<file path="src/hdl/cache_pkg.sv">
// Cache sizes, request opcodes, ack types, controller states and the address union
package cache_pkg;

  localparam int ways           = 4;
  localparam int sets           = 16;
  localparam int index_w        = 4;
  localparam int words_per_line = 4;
  localparam int word_sel_w     = 2;
  localparam int byte_w         = 2;  // Byte offset, ignored by the lookup
  localparam int tag_w          = 24;
  localparam int age_w          = 2;
  localparam int state_w        = 3;

  typedef logic [31:0] word_t;
  typedef word_t [words_per_line-1:0] line_t;
  typedef logic [1:0] way_t;
  typedef logic [1:0] op_t;
  typedef logic [1:0] ack_t;

  localparam op_t op_read  = 2'b01;
  localparam op_t op_write = 2'b10;
  localparam op_t op_fill  = 2'b11;

  localparam ack_t ack_fetch = 2'b00;
  localparam ack_t ack_read  = 2'b01;
  localparam ack_t ack_write = 2'b10;
  localparam ack_t ack_wb    = 2'b11;

  // Request access FSM
  localparam logic [state_w-1:0] st_idle       = 3'd0;
  localparam logic [state_w-1:0] st_lookup     = 3'd1;
  localparam logic [state_w-1:0] st_hit_ack    = 3'd2;
  localparam logic [state_w-1:0] st_write_back = 3'd3;
  localparam logic [state_w-1:0] st_fetch      = 3'd4;
  localparam logic [state_w-1:0] st_fill_wait  = 3'd5;
  localparam logic [state_w-1:0] st_install    = 3'd6;
  localparam logic [state_w-1:0] st_miss_ack   = 3'd7;

  typedef union packed {
    word_t raw;
    struct packed {
      logic [tag_w-1:0]      tag;
      logic [index_w-1:0]    index;
      logic [word_sel_w-1:0] word_sel;
      logic [byte_w-1:0]     byte_off;
    } f;
  } addr_u;

endpackage

</file>
<file path="src/hdl/cache_ifs.sv">
// Tag array and data array interfaces between the controller and the arrays
`timescale 1ns/1ps

////////////////////////////////////////
// Tag lookup and update
////////////////////////////////////////
interface tag_if;
  logic                           lookup;
  cache_pkg::addr_u               lookup_addr;
  logic                           update;       // LRU touch on a hit
  cache_pkg::way_t                update_way;
  logic                           set_dirty;
  logic                           install;      // New tag into the victim way
  logic                           hit;
  cache_pkg::way_t                hit_way;
  cache_pkg::way_t                victim_way;
  logic                           victim_dirty;
  logic [cache_pkg::tag_w-1:0]    victim_tag;

  modport ctrl (
    output lookup, lookup_addr, update, update_way, set_dirty, install,
    input  hit, hit_way, victim_way, victim_dirty, victim_tag
  );
  modport array (
    input  lookup, lookup_addr, update, update_way, set_dirty, install,
    output hit, hit_way, victim_way, victim_dirty, victim_tag
  );
endinterface

////////////////////////////////////////
// Line storage access
////////////////////////////////////////
interface data_if;
  logic                             rd;
  logic [cache_pkg::index_w-1:0]    index;
  logic [cache_pkg::word_sel_w-1:0] word_sel;
  cache_pkg::way_t                  way;
  logic                             wr_word;
  logic                             wr_line;
  cache_pkg::word_t                 wdata;
  cache_pkg::line_t                 wline;
  cache_pkg::word_t                 rword;
  cache_pkg::line_t                 rline;

  modport ctrl (
    output rd, index, word_sel, way, wr_word, wr_line, wdata, wline,
    input  rword, rline
  );
  modport array (
    input  rd, index, word_sel, way, wr_word, wr_line, wdata, wline,
    output rword, rline
  );
endinterface

</file>
<file path="src/hdl/cache_ctrl.sv">
// Request access FSM, fill shift register, write-back counter and ack port
`timescale 1ns/1ps

module cache_ctrl (
  input  logic                cclk,
  input  logic                cresetn,
  tag_if.ctrl                 tags,
  data_if.ctrl                lines,
  input  logic                req_valid,
  output logic                req_ready,
  input  cache_pkg::op_t      req_op,
  input  cache_pkg::word_t    req_address,
  input  cache_pkg::word_t    req_data,
  input  logic                req_last,
  output logic                ack_valid,
  input  logic                ack_ready,
  output cache_pkg::ack_t     ack_type,
  output logic                ack_hit,
  output cache_pkg::word_t    ack_address,
  output cache_pkg::word_t    ack_data,
  output logic                ack_last
);

  logic [cache_pkg::state_w-1:0]    state, state_nxt;
  cache_pkg::addr_u                 addr_q;
  cache_pkg::op_t                   op_q;
  cache_pkg::word_t                 data_q;
  cache_pkg::addr_u                 cur_addr;
  cache_pkg::addr_u                 line_addr;
  cache_pkg::addr_u                 victim_addr;
  cache_pkg::line_t                 fill_line;
  cache_pkg::line_t                 merge_line;
  logic [cache_pkg::word_sel_w-1:0] wb_cnt;
  cache_pkg::way_t                  way_sel;
  logic                             accept;
  logic                             fill_acc;
  logic                             is_write;
  logic                             ack_done;

  assign req_ready = req_valid &&
    ((state == cache_pkg::st_idle &&
      (req_op == cache_pkg::op_read || req_op == cache_pkg::op_write)) ||
     (state == cache_pkg::st_fill_wait && req_op == cache_pkg::op_fill));

  assign accept   = req_ready && state == cache_pkg::st_idle;
  assign fill_acc = req_ready && state == cache_pkg::st_fill_wait;
  assign is_write = op_q == cache_pkg::op_write;
  assign ack_done = ack_valid && ack_ready;

  ////////////////////////////////////////
  // Addresses
  ////////////////////////////////////////
  always_comb begin
    cur_addr.raw = (state == cache_pkg::st_idle) ? req_address : addr_q.raw;
    line_addr = addr_q;
    line_addr.f.word_sel = '0;
    line_addr.f.byte_off = '0;
    victim_addr = line_addr;
    victim_addr.f.tag = tags.victim_tag;
  end

  // Write word goes over the filled line
  always_comb begin
    merge_line = fill_line;
    if (is_write) merge_line[addr_q.f.word_sel] = data_q;
  end

  assign way_sel = tags.hit ? tags.hit_way : tags.victim_way;

  ////////////////////////////////////////
  // Array control
  ////////////////////////////////////////
  assign tags.lookup      = accept;
  assign tags.lookup_addr = cur_addr;
  assign tags.update      = state == cache_pkg::st_hit_ack && !ack_valid;
  assign tags.install     = state == cache_pkg::st_install;
  assign tags.update_way  = way_sel;
  assign tags.set_dirty   = is_write;

  assign lines.rd       = accept;
  assign lines.index    = cur_addr.f.index;
  assign lines.word_sel = cur_addr.f.word_sel;
  assign lines.way      = way_sel;
  assign lines.wr_word  = tags.update && is_write;
  assign lines.wr_line  = tags.install;
  assign lines.wdata    = data_q;
  assign lines.wline    = merge_line;

  ////////////////////////////////////////
  // FSM
  ////////////////////////////////////////
  always_ff @(posedge cclk or negedge cresetn) begin
    if (!cresetn) state <= cache_pkg::st_idle;
    else          state <= state_nxt;
  end

  always_comb begin
    state_nxt = state;
    case (state)
      cache_pkg::st_idle:       if (accept) state_nxt = cache_pkg::st_lookup;
      cache_pkg::st_lookup: begin
        if (tags.hit)               state_nxt = cache_pkg::st_hit_ack;
        else if (tags.victim_dirty) state_nxt = cache_pkg::st_write_back;
        else                        state_nxt = cache_pkg::st_fetch;
      end
      cache_pkg::st_hit_ack:    if (ack_done) state_nxt = cache_pkg::st_idle;
      cache_pkg::st_write_back: if (ack_done && ack_last) state_nxt = cache_pkg::st_fetch;
      cache_pkg::st_fetch:      if (ack_done) state_nxt = cache_pkg::st_fill_wait;
      cache_pkg::st_fill_wait:  if (fill_acc && req_last) state_nxt = cache_pkg::st_install;
      cache_pkg::st_install:    state_nxt = cache_pkg::st_miss_ack;
      cache_pkg::st_miss_ack:   if (ack_done) state_nxt = cache_pkg::st_idle;
      default:                  state_nxt = cache_pkg::st_idle;
    endcase
  end

  always_ff @(posedge cclk) begin
    if (accept) begin
      addr_q.raw <= req_address;
      op_q       <= req_op;
      data_q     <= req_data;
    end
    if (fill_acc) fill_line <= {req_data, fill_line[cache_pkg::words_per_line-1:1]};
  end

  ////////////////////////////////////////
  // Ack port
  ////////////////////////////////////////
  always_ff @(posedge cclk or negedge cresetn) begin
    if (!cresetn) begin
      ack_valid   <= 1'b0;
      ack_type    <= cache_pkg::ack_fetch;
      ack_hit     <= 1'b0;
      ack_address <= '0;
      ack_data    <= '0;
      ack_last    <= 1'b0;
      wb_cnt      <= '0;
    end else begin
      case (state)
        cache_pkg::st_lookup: wb_cnt <= '0;
        cache_pkg::st_hit_ack: begin
          if (!ack_valid) begin
            ack_valid   <= 1'b1;
            ack_type    <= is_write ? cache_pkg::ack_write : cache_pkg::ack_read;
            ack_hit     <= 1'b1;
            ack_address <= addr_q.raw;
            ack_data    <= is_write ? data_q : lines.rword;
            ack_last    <= 1'b0;
          end else if (ack_ready) begin
            ack_valid <= 1'b0;
            ack_hit   <= 1'b0;
          end
        end
        cache_pkg::st_write_back: begin
          if (ack_done && ack_last) begin
            ack_valid <= 1'b0;
            ack_last  <= 1'b0;
          end else if (!ack_valid || ack_ready) begin
            ack_valid   <= 1'b1;
            ack_type    <= cache_pkg::ack_wb;
            ack_hit     <= 1'b0;
            ack_address <= victim_addr.raw;
            ack_data    <= lines.rline[wb_cnt];  // Word 0 first
            ack_last    <= wb_cnt == cache_pkg::word_sel_w'(cache_pkg::words_per_line - 1);
            wb_cnt      <= wb_cnt + 1'b1;
          end
        end
        cache_pkg::st_fetch: begin
          if (!ack_valid) begin
            ack_valid   <= 1'b1;
            ack_type    <= cache_pkg::ack_fetch;
            ack_hit     <= 1'b0;
            ack_address <= line_addr.raw;
            ack_last    <= 1'b0;
          end else if (ack_ready) begin
            ack_valid <= 1'b0;
          end
        end
        cache_pkg::st_install: begin
          ack_valid   <= 1'b1;
          ack_type    <= is_write ? cache_pkg::ack_write : cache_pkg::ack_read;
          ack_hit     <= 1'b0;
          ack_address <= addr_q.raw;
          ack_data    <= merge_line[addr_q.f.word_sel];
          ack_last    <= 1'b0;
        end
        cache_pkg::st_miss_ack: if (ack_ready) ack_valid <= 1'b0;
        default: ;
      endcase
    end
  end

endmodule

</file>
<file path="src/flat_wrapper.sv">
// flat-port wrapper written by rule: the top's interface ports become plain ports
module cache_ctrl_flat 
  (cclk, cresetn, req_valid, req_ready, req_op, req_address, req_data, req_last, ack_valid, ack_ready, ack_type, ack_hit, ack_address, ack_data, ack_last, tags_lookup, tags_lookup_addr, tags_update, tags_update_way, tags_set_dirty, tags_install, tags_hit, tags_hit_way, tags_victim_way, tags_victim_dirty, tags_victim_tag, lines_rd, lines_index, lines_word_sel, lines_way, lines_wr_word, lines_wr_line, lines_wdata, lines_wline, lines_rword, lines_rline);
  tag_if tags_i ();
  data_if lines_i ();
  input  logic cclk;
  input  logic cresetn;
  input  logic req_valid;
  output logic req_ready;
  input  cache_pkg::op_t req_op;
  input  cache_pkg::word_t req_address;
  input  cache_pkg::word_t req_data;
  input  logic req_last;
  output logic ack_valid;
  input  logic ack_ready;
  output cache_pkg::ack_t ack_type;
  output logic ack_hit;
  output cache_pkg::word_t ack_address;
  output cache_pkg::word_t ack_data;
  output logic ack_last;
  output wire logic [$bits(tags_i.lookup)-1:0] tags_lookup;
  output wire logic [$bits(tags_i.lookup_addr)-1:0] tags_lookup_addr;
  output wire logic [$bits(tags_i.update)-1:0] tags_update;
  output wire logic [$bits(tags_i.update_way)-1:0] tags_update_way;
  output wire logic [$bits(tags_i.set_dirty)-1:0] tags_set_dirty;
  output wire logic [$bits(tags_i.install)-1:0] tags_install;
  input wire logic [$bits(tags_i.hit)-1:0] tags_hit;
  input wire logic [$bits(tags_i.hit_way)-1:0] tags_hit_way;
  input wire logic [$bits(tags_i.victim_way)-1:0] tags_victim_way;
  input wire logic [$bits(tags_i.victim_dirty)-1:0] tags_victim_dirty;
  input wire logic [$bits(tags_i.victim_tag)-1:0] tags_victim_tag;
  output wire logic [$bits(lines_i.rd)-1:0] lines_rd;
  output wire logic [$bits(lines_i.index)-1:0] lines_index;
  output wire logic [$bits(lines_i.word_sel)-1:0] lines_word_sel;
  output wire logic [$bits(lines_i.way)-1:0] lines_way;
  output wire logic [$bits(lines_i.wr_word)-1:0] lines_wr_word;
  output wire logic [$bits(lines_i.wr_line)-1:0] lines_wr_line;
  output wire logic [$bits(lines_i.wdata)-1:0] lines_wdata;
  output wire logic [$bits(lines_i.wline)-1:0] lines_wline;
  input wire logic [$bits(lines_i.rword)-1:0] lines_rword;
  input wire logic [$bits(lines_i.rline)-1:0] lines_rline;
  assign tags_lookup = tags_i.lookup;
  assign tags_lookup_addr = tags_i.lookup_addr;
  assign tags_update = tags_i.update;
  assign tags_update_way = tags_i.update_way;
  assign tags_set_dirty = tags_i.set_dirty;
  assign tags_install = tags_i.install;
  assign tags_i.hit = tags_hit;
  assign tags_i.hit_way = tags_hit_way;
  assign tags_i.victim_way = tags_victim_way;
  assign tags_i.victim_dirty = tags_victim_dirty;
  assign tags_i.victim_tag = tags_victim_tag;
  assign lines_rd = lines_i.rd;
  assign lines_index = lines_i.index;
  assign lines_word_sel = lines_i.word_sel;
  assign lines_way = lines_i.way;
  assign lines_wr_word = lines_i.wr_word;
  assign lines_wr_line = lines_i.wr_line;
  assign lines_wdata = lines_i.wdata;
  assign lines_wline = lines_i.wline;
  assign lines_i.rword = lines_rword;
  assign lines_i.rline = lines_rline;
  cache_ctrl u_core (.cclk(cclk), .cresetn(cresetn), .tags(tags_i), .lines(lines_i), .req_valid(req_valid), .req_ready(req_ready), .req_op(req_op), .req_address(req_address), .req_data(req_data), .req_last(req_last), .ack_valid(ack_valid), .ack_ready(ack_ready), .ack_type(ack_type), .ack_hit(ack_hit), .ack_address(ack_address), .ack_data(ack_data), .ack_last(ack_last));
endmodule
</file>
<file path="config.mk">
export PLATFORM = sky130hd
export DESIGN_NAME = cache_ctrl_flat
export DESIGN_NICKNAME = d
export VERILOG_FILES = /design/src/hdl/cache_pkg.sv /design/src/hdl/cache_ifs.sv /design/src/hdl/cache_ctrl.sv /design/src/flat_wrapper.sv
export SDC_FILE = /design/constraint.sdc
export NUM_CORES = 1
export LEC_CHECK = 0
export BUFFER_PORTS_ARGS = -buffer_cell sky130_fd_sc_hd__clkbuf_2
export CORE_AREA = 5 5 208 210
export CTS_BUF_LIST = sky130_fd_sc_hd__clkbuf_8 sky130_fd_sc_hd__clkbuf_16
export CTS_CLUSTER_SIZE = 14
export DETAILED_ROUTE_END_ITERATION = 12
export DIE_AREA = 0 0 213 215
export MAX_ROUTING_LAYER = met4
export PLACE_DENSITY_LB_ADDON = 0.1
export SETUP_SLACK_MARGIN = 0.02
export SYNTH_ARGS = -nofsm -noshare
export SYNTH_HDL_FRONTEND = slang
export SYNTH_SLANG_ARGS = --single-unit
</file>
<file path="constraint.sdc">
create_clock -name cclk -period 12 [get_ports cclk]
set_input_delay 0.6 -clock cclk [delete_from_list [all_inputs] [get_ports cclk]]
set_output_delay 0.6 -clock cclk [all_outputs]
set_load 0.05 [all_outputs]
</file>
== Yosys cells after proc, flatten, opt, wreduce, memory -nomap -nowiden ==
Index checks and enable logic that the tools add are counted.

* Register bits after elaboration: 268
* Input port bits: 261

* $add $sub $neg: 1
* Magnitude comparators: 3
* Equal/unequal tests: 25
* Multiplexer cells: 51
* Reductions and logical operators: 30

{| class="wikitable"
|+ Operators by type and width
! cell !! number
|-
| 32-bit two-way mux || 12
|-
| 32-bit binary-select mux with 2-bit select || 2
|-
| 128-bit bitwise mux || 1
|-
| 128-bit two-way mux || 1
|-
| 32-bit one-hot mux with 4 select lines || 1
|-
| 32-bit one-hot mux with 3 select lines || 1
|-
| 32-bit demux with 2-bit select || 1
|-
| 3-bit two-way mux || 7
|-
| 3-bit one-hot mux with 7 select lines || 1
|-
| 2-bit two-way mux || 8
|-
| 5-bit AND reduction || 3
|-
| 2-bit != test (second input constant) || 7
|-
| 3-bit == test (second input constant) || 4
|-
| 1-bit logical AND || 11
|-
| 1-bit two-way mux || 11
|-
| 3-bit AND reduction || 3
|-
| 2-bit == test (second input constant) || 4
|-
| 2-bit by 1-bit != test with 1-bit output (second input constant) || 4
|-
| 1-bit one-hot mux with 4 select lines || 2
|-
| 2-bit one-hot mux with 4 select lines || 1
|-
| 4-bit nonzero test || 2
|-
| 3-bit by 2-bit == test with 1-bit output (second input constant) || 2
|-
| 2-bit by 3-bit < comparator with 1-bit output (second input constant) || 2
|-
| 3-bit nonzero test || 2
|-
| other kinds (14) || 17
|}

== Longest topological paths before layout ==
Gate-level depths: netlist of run 1.

* Word-level depth: 9
* Mapped depth: 7

== Worst setup path before layout of run 1 ==
No wires, ideal clock.

* Path kind: in2reg
* Start point: input req_op[0]
* End point: register u_core.fill_line[0] in the netlist's numbering (enable)
* Library setup time: 0.772 ns
* Arrival: 9.748 ns
* Data required time: 11.228 ns
* Path slack: 1.480 ns
* Cell stages on the path: 4
* Buffers on the path: 0
* Cells stage by stage: ha_1 > a22o_1 > nand3_1 > nor3_1

* Longest elaborated chain between the ends: 6

{| class="wikitable"
|+ RTL lines
! element !! line !! text
|-
| from (decl) || flat_wrapper.sv:10 || <nowiki>input cache_pkg::op_t req_op;</nowiki>
|-
| 2-bit by 1-bit == test with 1-bit output or 2-bit == test (tied branches) || cache_ctrl.sv:42 || <nowiki>(req_op == cache_pkg::op_read || req_op == cache_pkg::op_write)) ||</nowiki>
|-
| 1-bit logical OR || cache_ctrl.sv:42 ||
|-
| 1-bit logical AND || cache_ctrl.sv:41 || <nowiki>((state == cache_pkg::st_idle &&</nowiki>
|-
| 1-bit logical OR (*) || cache_ctrl.sv:42 ||
|-
| 1-bit logical AND (*) || cache_ctrl.sv:40 || <nowiki>assign req_ready = req_valid &&</nowiki>
|-
| 1-bit logical AND (*) || cache_ctrl.sv:46 || <nowiki>assign fill_acc = req_ready && state == cache_pkg::st_fill_wait;</nowiki>
|-
| to (signal assigned) || cache_ctrl.sv:122 || <nowiki>if (fill_acc) fill_line <= {req_data, fill_line[cache_pkg::words_per_line-1:1]};</nowiki>
|-
| to (decl) || cache_ctrl.sv:31 || <nowiki>cache_pkg::line_t fill_line;</nowiki>
|}

Mark *: on every way between the ends. The rest lies on a longest branch, timed or not.
A chain may end at the register's enable or synchronous reset.

== Final worst setup path of run 1 ==
* Start point: register u_core.addr_q[2] in the netlist's numbering
* End point: output lines_wline[33]

* Longest elaborated chain between the ends: 6

{| class="wikitable"
|+ RTL lines
! element !! line !! text
|-
| from (decl) || cache_ctrl.sv:25 || <nowiki>cache_pkg::addr_u addr_q;</nowiki>
|-
| 2-bit by 3-bit < comparator with 1-bit output (not written as such) or 2-bit by 1-bit greater-or-equal comparator with 1-bit output (tied branches) || cache_ctrl.sv:65 || <nowiki>if (is_write) merge_line[addr_q.f.word_sel] = data_q;</nowiki>
|-
| 1-bit logical AND (not written as such) || cache_ctrl.sv:65 ||
|-
| 32-bit two-way mux (not written as such) || cache_ctrl.sv:65 ||
|-
| 32-bit demux with 2-bit select (*) || -- ||
|-
| 128-bit bitwise mux (*) || cache_ctrl.sv:65 ||
|-
| 128-bit two-way mux (*) || cache_ctrl.sv:65 ||
|-
| to (decl) || flat_wrapper.sv:39 || <nowiki>output wire logic [$bits(lines_i.wline)-1:0] lines_wline;</nowiki>
|}

Marked as above.

==> out/results.ini, run 1 <==
[timing]
slew_viol_final = 0
fin_ws_ns = 7.46
tightest_slew_ns = 1.09
hold_violations = 0
fin_skew_ns = 0.0122
grt_setup_unrepaired = no
clock.fmax_mhz = 220
period_share = 0.379
finalSetupTns_ns = 0
whs_ns = 0.0535
period_minus_slack_ns = 4.54
setup_viol = 0
relSlewSlack = 0.269

[worst_setup_path]
cp-end-kind = output pin
cp_top_family = buffers and inverters
crit_top_cell = buf_4
max_stage_delay_ns = 1.02
crit_chain = buf_4 > nor3b_4 > buf_4 > mux2_2 > clkbuf_2
crit_required_ns = 11.40
crit_type = flip-flop to output pin
worst_ep_arrival_time_ns = 3.94
critPathMaxFanout = 26
setup.worst_path.start = u_core.addr_q[2]
cp_slowest_cell = edfxtp_1
r2r-start = u_core.state[2]
cp-start-kind = flip-flop
worst-path-buf-inv = 3
ff2ff_setup_slack_ns = 8.11

[power]
peakVddDrop_uv = 145
power_frac_seq = 0.326
p_switching_w = 0.00166
power_frac_clock = 0.249
p_int_w = 0.00228
comb_power_share = 0.425
leakagePower_nw = 7.72
switching_share = 0.421
power_w = 0.00395
p_per_area_nw_per_um2 = 214

[clock_tree]
cts_setup_buffers = 0
htreeDepth = 1
cts_hold_buf = 0
clockBufferDepth = 3
clkTransAtPathRegs_ns = 0.06
cts_resized = 0
cts_tree = yes
clk_latency_ns = 0.55
numCtsBuffers = 31
numClockSinks = 268
cts_root_buf = clkbuf_16

[synth]
synth-simple-area-share = 0.0419
synth_edf_count = 194
yosys_warnings = 0
synthAdderAreaFrac = 0.00175
synth.distinct_cells = 52
synth_compound_area_frac = 0.0548
synth_top_area_cell = edfxtp_1
synth_fp_nets = 1189
yosys_most_used_dff = edfxtp_1
synthCells = 926
synth_top_family_by_area = multiplexers
ys_ff_latch = 268
synth_xor_area_frac = 0
synth_area_leaders = edfxtp_1, mux2_2, dfrtp_1
synth_top_area_frac = 0.408
synth_mux_area_frac = 0.328
ys_async_sr_fraction = 0.276
synth_area_sq_um = 14300
seq_area_frac_synth = 0.537
syn_avg_cell_area_sq_um = 15.4

[run_status]
outcome = finished clean

[drt]
wl_per_cell_um = 25.8
vias = 10400
drt_iter0_drc = 429
drtAntennaViolNets = 0
via_per_inst = 5.18
drc = 0
wl_um = 51700
drt_first_pass_iters = 5

[layout]
mostFrequentLayoutCells = clkbuf_2, mux2_2, edfxtp_1, dfrtp_1, mux4_2
synthToLayoutAreaGrowth_pct = 29.4
layout_commonest_cell = clkbuf_2
final_nets = 1700
drive_gt1_frac = 0.643
fin_area_sq_um = 18500

[die]
initial_core_util = 0.345
dieArea_sq_um = 45800
fp.dieW_um = 213
die_y_um = 215
ios = 540
core_sq_um = 41400
rows = 75

[placed_design]
dpl_cell_area_sq_um = 17400
io_buffers = 539
gp_congestion = 0.786
pre_cts_ws_ns = 7.85
dp_hpwl_um = 37100

[global_routing]
grt_usage = 0.223
overflow = 0
grt_pass1_vias = 11000
grt_max_degree = 77
grt_antenna_before_repair = 2
grt_pass1_wl_um = 74800

[min_path]
min_path_type = input pin to asynchronous set/reset pin

[job]
cap_violations = 0

[worst reg2reg max path, stage by stage, from the launching register on]
cell,delay (ns)
dfrtp_1,0.93
and2_1,0.26
a22o_1,0.15
nand3_1,0.18
nor3_2,0.38
buf_4,0.60
buf_4,0.94
[final cells by class]
class / instances / area (sq um)
diodes: 2 / 5.00
fillers: 3867 / 22900
clock buffers: 34 / 817
well taps: 539 / 674
inverters: 12 / 45.0
multi-input cells: 566 / 6170
flip-flops and latches: 268 / 7680
repair buffers: 558 / 2840
clock inverters: 23 / 246
[path summary, 6_finish.rpt]
kind,endpoint,depth (start not counted)
max in group asynchronous,u_core.ack_data[13],2
worst min register to register,u_core.fill_line[38],0
worst max-delay path,lines_wline[33],5
worst min-delay path,u_core.ack_address[15],1
worst max register to register,u_core.fill_line[93],6
min in group cclk,u_core.fill_line[124],1
[synth_stat cells, types with 18 or more instances]
cell,count
dfrtp_1,74
o22ai_1,32
nor2_1,43
mux4_2,62
buf_4,18
edfxtp_1,194
mux2_2,209
and2_1,32
mux2_4,23
mux2i_1,37
buf_2,32
[sequential cells by signal, indices dropped and copies added (netlist names)]
name / cells
u_core.state: 3
u_core.wb_cnt: 2
u_core.ack_address: 32
u_core.ack_valid: 1
u_core.ack_type: 2
u_core.ack_last: 1
u_core.ack_data: 32
u_core.addr_q: 32
u_core.ack_hit: 1
u_core.lines.wdata: 32
u_core.fill_line: 128
u_core.op_q: 2
[cell families after synthesis]
family                     count (synthesis)
AOI/OAI and AO/OA                         98
muxes                                    348
buffers and inverters                     92
and+or+nand+nor                          118
adders and majority gates                  2
DFF                                      268
[metrics by stage]
step,utilization,std cells
after floorplan,-,926
after global placement,0.421,1943
after detailed placement,0.421,1943
after CTS,0.446,2000
after global routing,0.447,2002
final,0.447,2002
[power groups by stage]
stage / registers, W / logic, W / clock network (W)
after floorplan: 0.00163 / 0.000915 / 0
after global placement: 0.00130 / 0.00169 / 0
after detailed placement: 0.00130 / 0.00170 / 0
after CTS: 0.00128 / 0.00170 / 0.00101
after global routing: 0.00131 / 0.00177 / 0.00106
final: 0.00128 / 0.00168 / 0.000983
[metal layers]
layer  GRT usage  part of all wire  up-vias
met3      0.0456             0.071       30
met2       0.370              0.50      386
met1       0.291              0.42     5300
met4      0.0292             0.010        0
li1            -                 -     4656
met5           -                 0        -
Note: power is estimated with default switching activity, not from simulation.
==> run 2: changes to the inputs <==
--- a/config.mk
+++ b/config.mk
@@ -6,11 +6,11 @@
 export NUM_CORES = 1
 export LEC_CHECK = 0
 export BUFFER_PORTS_ARGS = -buffer_cell sky130_fd_sc_hd__clkbuf_2
-export CORE_AREA = 5 5 208 210
+export CORE_AREA = 5 5 207 209
 export CTS_BUF_LIST = sky130_fd_sc_hd__clkbuf_8 sky130_fd_sc_hd__clkbuf_16
 export CTS_CLUSTER_SIZE = 14
 export DETAILED_ROUTE_END_ITERATION = 12
-export DIE_AREA = 0 0 213 215
+export DIE_AREA = 0 0 212 214
 export MAX_ROUTING_LAYER = met4
 export PLACE_DENSITY_LB_ADDON = 0.1
 export SETUP_SLACK_MARGIN = 0.02
==> constraint.sdc (replaced) <==
create_clock -name cclk -period 3.9 [get_ports cclk]
set_input_delay 0.195 -clock cclk [delete_from_list [all_inputs] [get_ports cclk]]
set_output_delay 0.195 -clock cclk [all_outputs]
set_load 0.05 [all_outputs]
==> run 2 against run 1 <==
Against the previous run:
- via count increased by 4.5%
- critical path type unchanged
- first-iteration DRC count increased by 57%
- power increased to 3.1 times the previous value
- worst setup slack got worse by 6.9 ns
==> out/results.ini, run 2 (synthesis results as in run 1) <==
[layout]
mostFrequentLayoutCells = clkbuf_2, mux2_2, edfxtp_1, dlygate4sd3_1, dfrtp_1
fill_cells = 3710
utilization = 0.480
layout_commonest_cell = clkbuf_2
synthToLayoutAreaGrowth_pct = 36.6
final_nets = 1794
drive_gt1_frac = 0.608
largest-register = u_core.fill_line
instances_no_fill = 2089
largest_reg_flops = 128

[timing]
slew_viol_final = 0
relSlewSlack = 0.238
clock.fmax_mhz = 302
hold_violations = 0
finalSetupTns_ns = 0
setup_viol = 0
tightest_slew_ns = 1.14
period_share = 0.850
grt_setup_unrepaired = no
fin_skew_ns = 0.0178
period_minus_slack_ns = 3.32

[power]
power_frac_clock = 0.237
p_switching_w = 0.00516
switching_share = 0.423
leakagePower_nw = 8.15
power_w = 0.0122
p_int_w = 0.00703
comb_power_share = 0.442
power_frac_seq = 0.321
p_per_area_nw_per_um2 = 625
peakVddDrop_uv = 447

[clock_tree]
cts_setup_buffers = 0
clkTransAtPathRegs_ns = 0.06
cts_root_buf = clkbuf_16
numCtsBuffers = 31
cts_tree = yes
cts_hold_buf = 87
numClockSinks = 268
cts_resized = 0
clk_latency_ns = 0.56
clockBufferDepth = 3
htreeDepth = 1

[worst_setup_path]
ff2ff_setup_slack_ns = 1.12
cp_slowest_cell = edfxtp_1
critPathMaxFanout = 19
rr_endpoint = u_core.fill_line[123]
worst-path-buf-inv = 2
worst_ep_arrival_time_ns = 3.12
r2r-start = u_core.state[2]
crit_type = flip-flop to output pin
crit_chain = nand3_2 > buf_4 > mux2_2 > clkbuf_2
cp-start-kind = flip-flop
cp_top_family = flip-flops
max_stage_delay_ns = 0.79
crit_required_ns = 3.70
cp-end-kind = output pin
rr_worst_depth = 5

[global_routing]
grt_antenna_before_repair = 2
grt_max_degree = 49
overflow = 0
grt_pass1_vias = 11600
grt_pass1_wl_um = 76600
grt_usage = 0.228

[run_status]
outcome = finished clean

[die]
rows = 74
core_sq_um = 40600
ios = 540
fp.dieW_um = 212
die_y_um = 214
initial_core_util = 0.351
dieArea_sq_um = 45400

[drt]
wl_um = 52600
drt_iter0_drc = 675
vias = 10800
wl_per_cell_um = 25.2
drtAntennaViolNets = 0
via_per_inst = 5.19
drt_first_pass_iters = 5
drc = 0

[min_path]
hold_path_depth = 3
min_path_type = input pin to flip-flop
min_to = u_core.ack_address[21]
min-delay-start = tags_victim_tag[13]

[placed_design]
gp_congestion = 0.828
dp_hpwl_um = 37400
io_buffers = 539
dp_cells = 1943

[job]
cap_violations = 0

## run 2: cell count changes in the layout (fill, tap and decap cells not counted), moves of 2 or more
| cell | delta |
|---|---|
| buf_12 | +10 |
| buf_4 | -3 |
| bufinv_16 | -4 |
| clkbuf_16 | +2 |
| clkbuf_8 | +4 |
| clkinv_2 | -3 |
| dlygate4sd3_1 | +87 |
## run 2: area by class of cell
| class | instances | area, sq um | area share |
|---|---|---|---|
| multi-input cells | 566 | 6200 | 0.318 |
| flip-flops and latches | 268 | 7680 | 0.394 |
| repair buffers | 652 | 3890 | 0.199 |
| well taps | 532 | 666 | 0.0341 |
| clock buffers | 40 | 922 | 0.0473 |
| inverters | 12 | 45.0 | 0.00231 |
| diodes | 2 | 5.00 | 0.000256 |
| clock inverters | 17 | 109 | 0.00558 |
## run 2: metrics by stage
| step | hold WS [ns] | instance area (sq um) | setup WS (ns) |
|---|---|---|---|
| after detailed placement | 0.319 | 17600 | 1.11 |
| after CTS | 0.00185 | 19500 | 0.527 |
| after floorplan | -0.101 | 14300 | -0.628 |
| after global routing | 0.00611 | 19500 | 0.393 |
| final | 0.0268 | 19500 | 0.585 |
| after global placement | 0.311 | 17600 | 1.12 |
## run 2: worst reg2reg max path: cells and delay by family, from the launching register on
kind / cells / cell delay, ns
AND/OR/NAND/NOR: 3 / 0.99
buffers and inverters: 1 / 0.31
AO/OA/AOI/OAI: 1 / 0.16
flip-flops: 1 / 0.98
## run 2: worst max-delay path by stage
| stage | depth (start not counted) | to | start | slack, ns |
|---|---|---|---|---|
| finish | 4 | lines_wline[103] | u_core.addr_q[3] | 0.58 |
| global route | 6 | lines_rd | u_core.state[2] | 0.39 |
| detailed placement | 4 | lines_wline[103] | u_core.addr_q[3] | 1.11 |
| CTS | 4 | lines_wline[103] | u_core.addr_q[3] | 0.53 |
| floorplan | 6 | u_core.fill_line[0] | u_core.state[2] | -0.63 |
| global placement | 4 | u_core.ack_address[21] | u_core.state[0] | 1.12 |
## run 2: power by group through the flow
stage	clock, W	sequential [W]	combinational, W
finish	0.00289	0.00391	0.00538
global route	0.00309	0.00398	0.00569
CTS	0.00297	0.00392	0.00546
detailed placement	0	0.00396	0.00537
global placement	0	0.00396	0.00536
floorplan	0	0.00499	0.00287
## run 2: layer usage
| layer | share of wire | GRT usage | vias up |
|---|---|---|---|
| li1 | - | - | 4853 |
| met1 | 0.41 | 0.293 | 5485 |
| met2 | 0.50 | 0.376 | 430 |
| met3 | 0.064 | 0.0408 | 67 |
| met4 | 0.025 | 0.0545 | 0 |
| met5 | 0 | - | - |
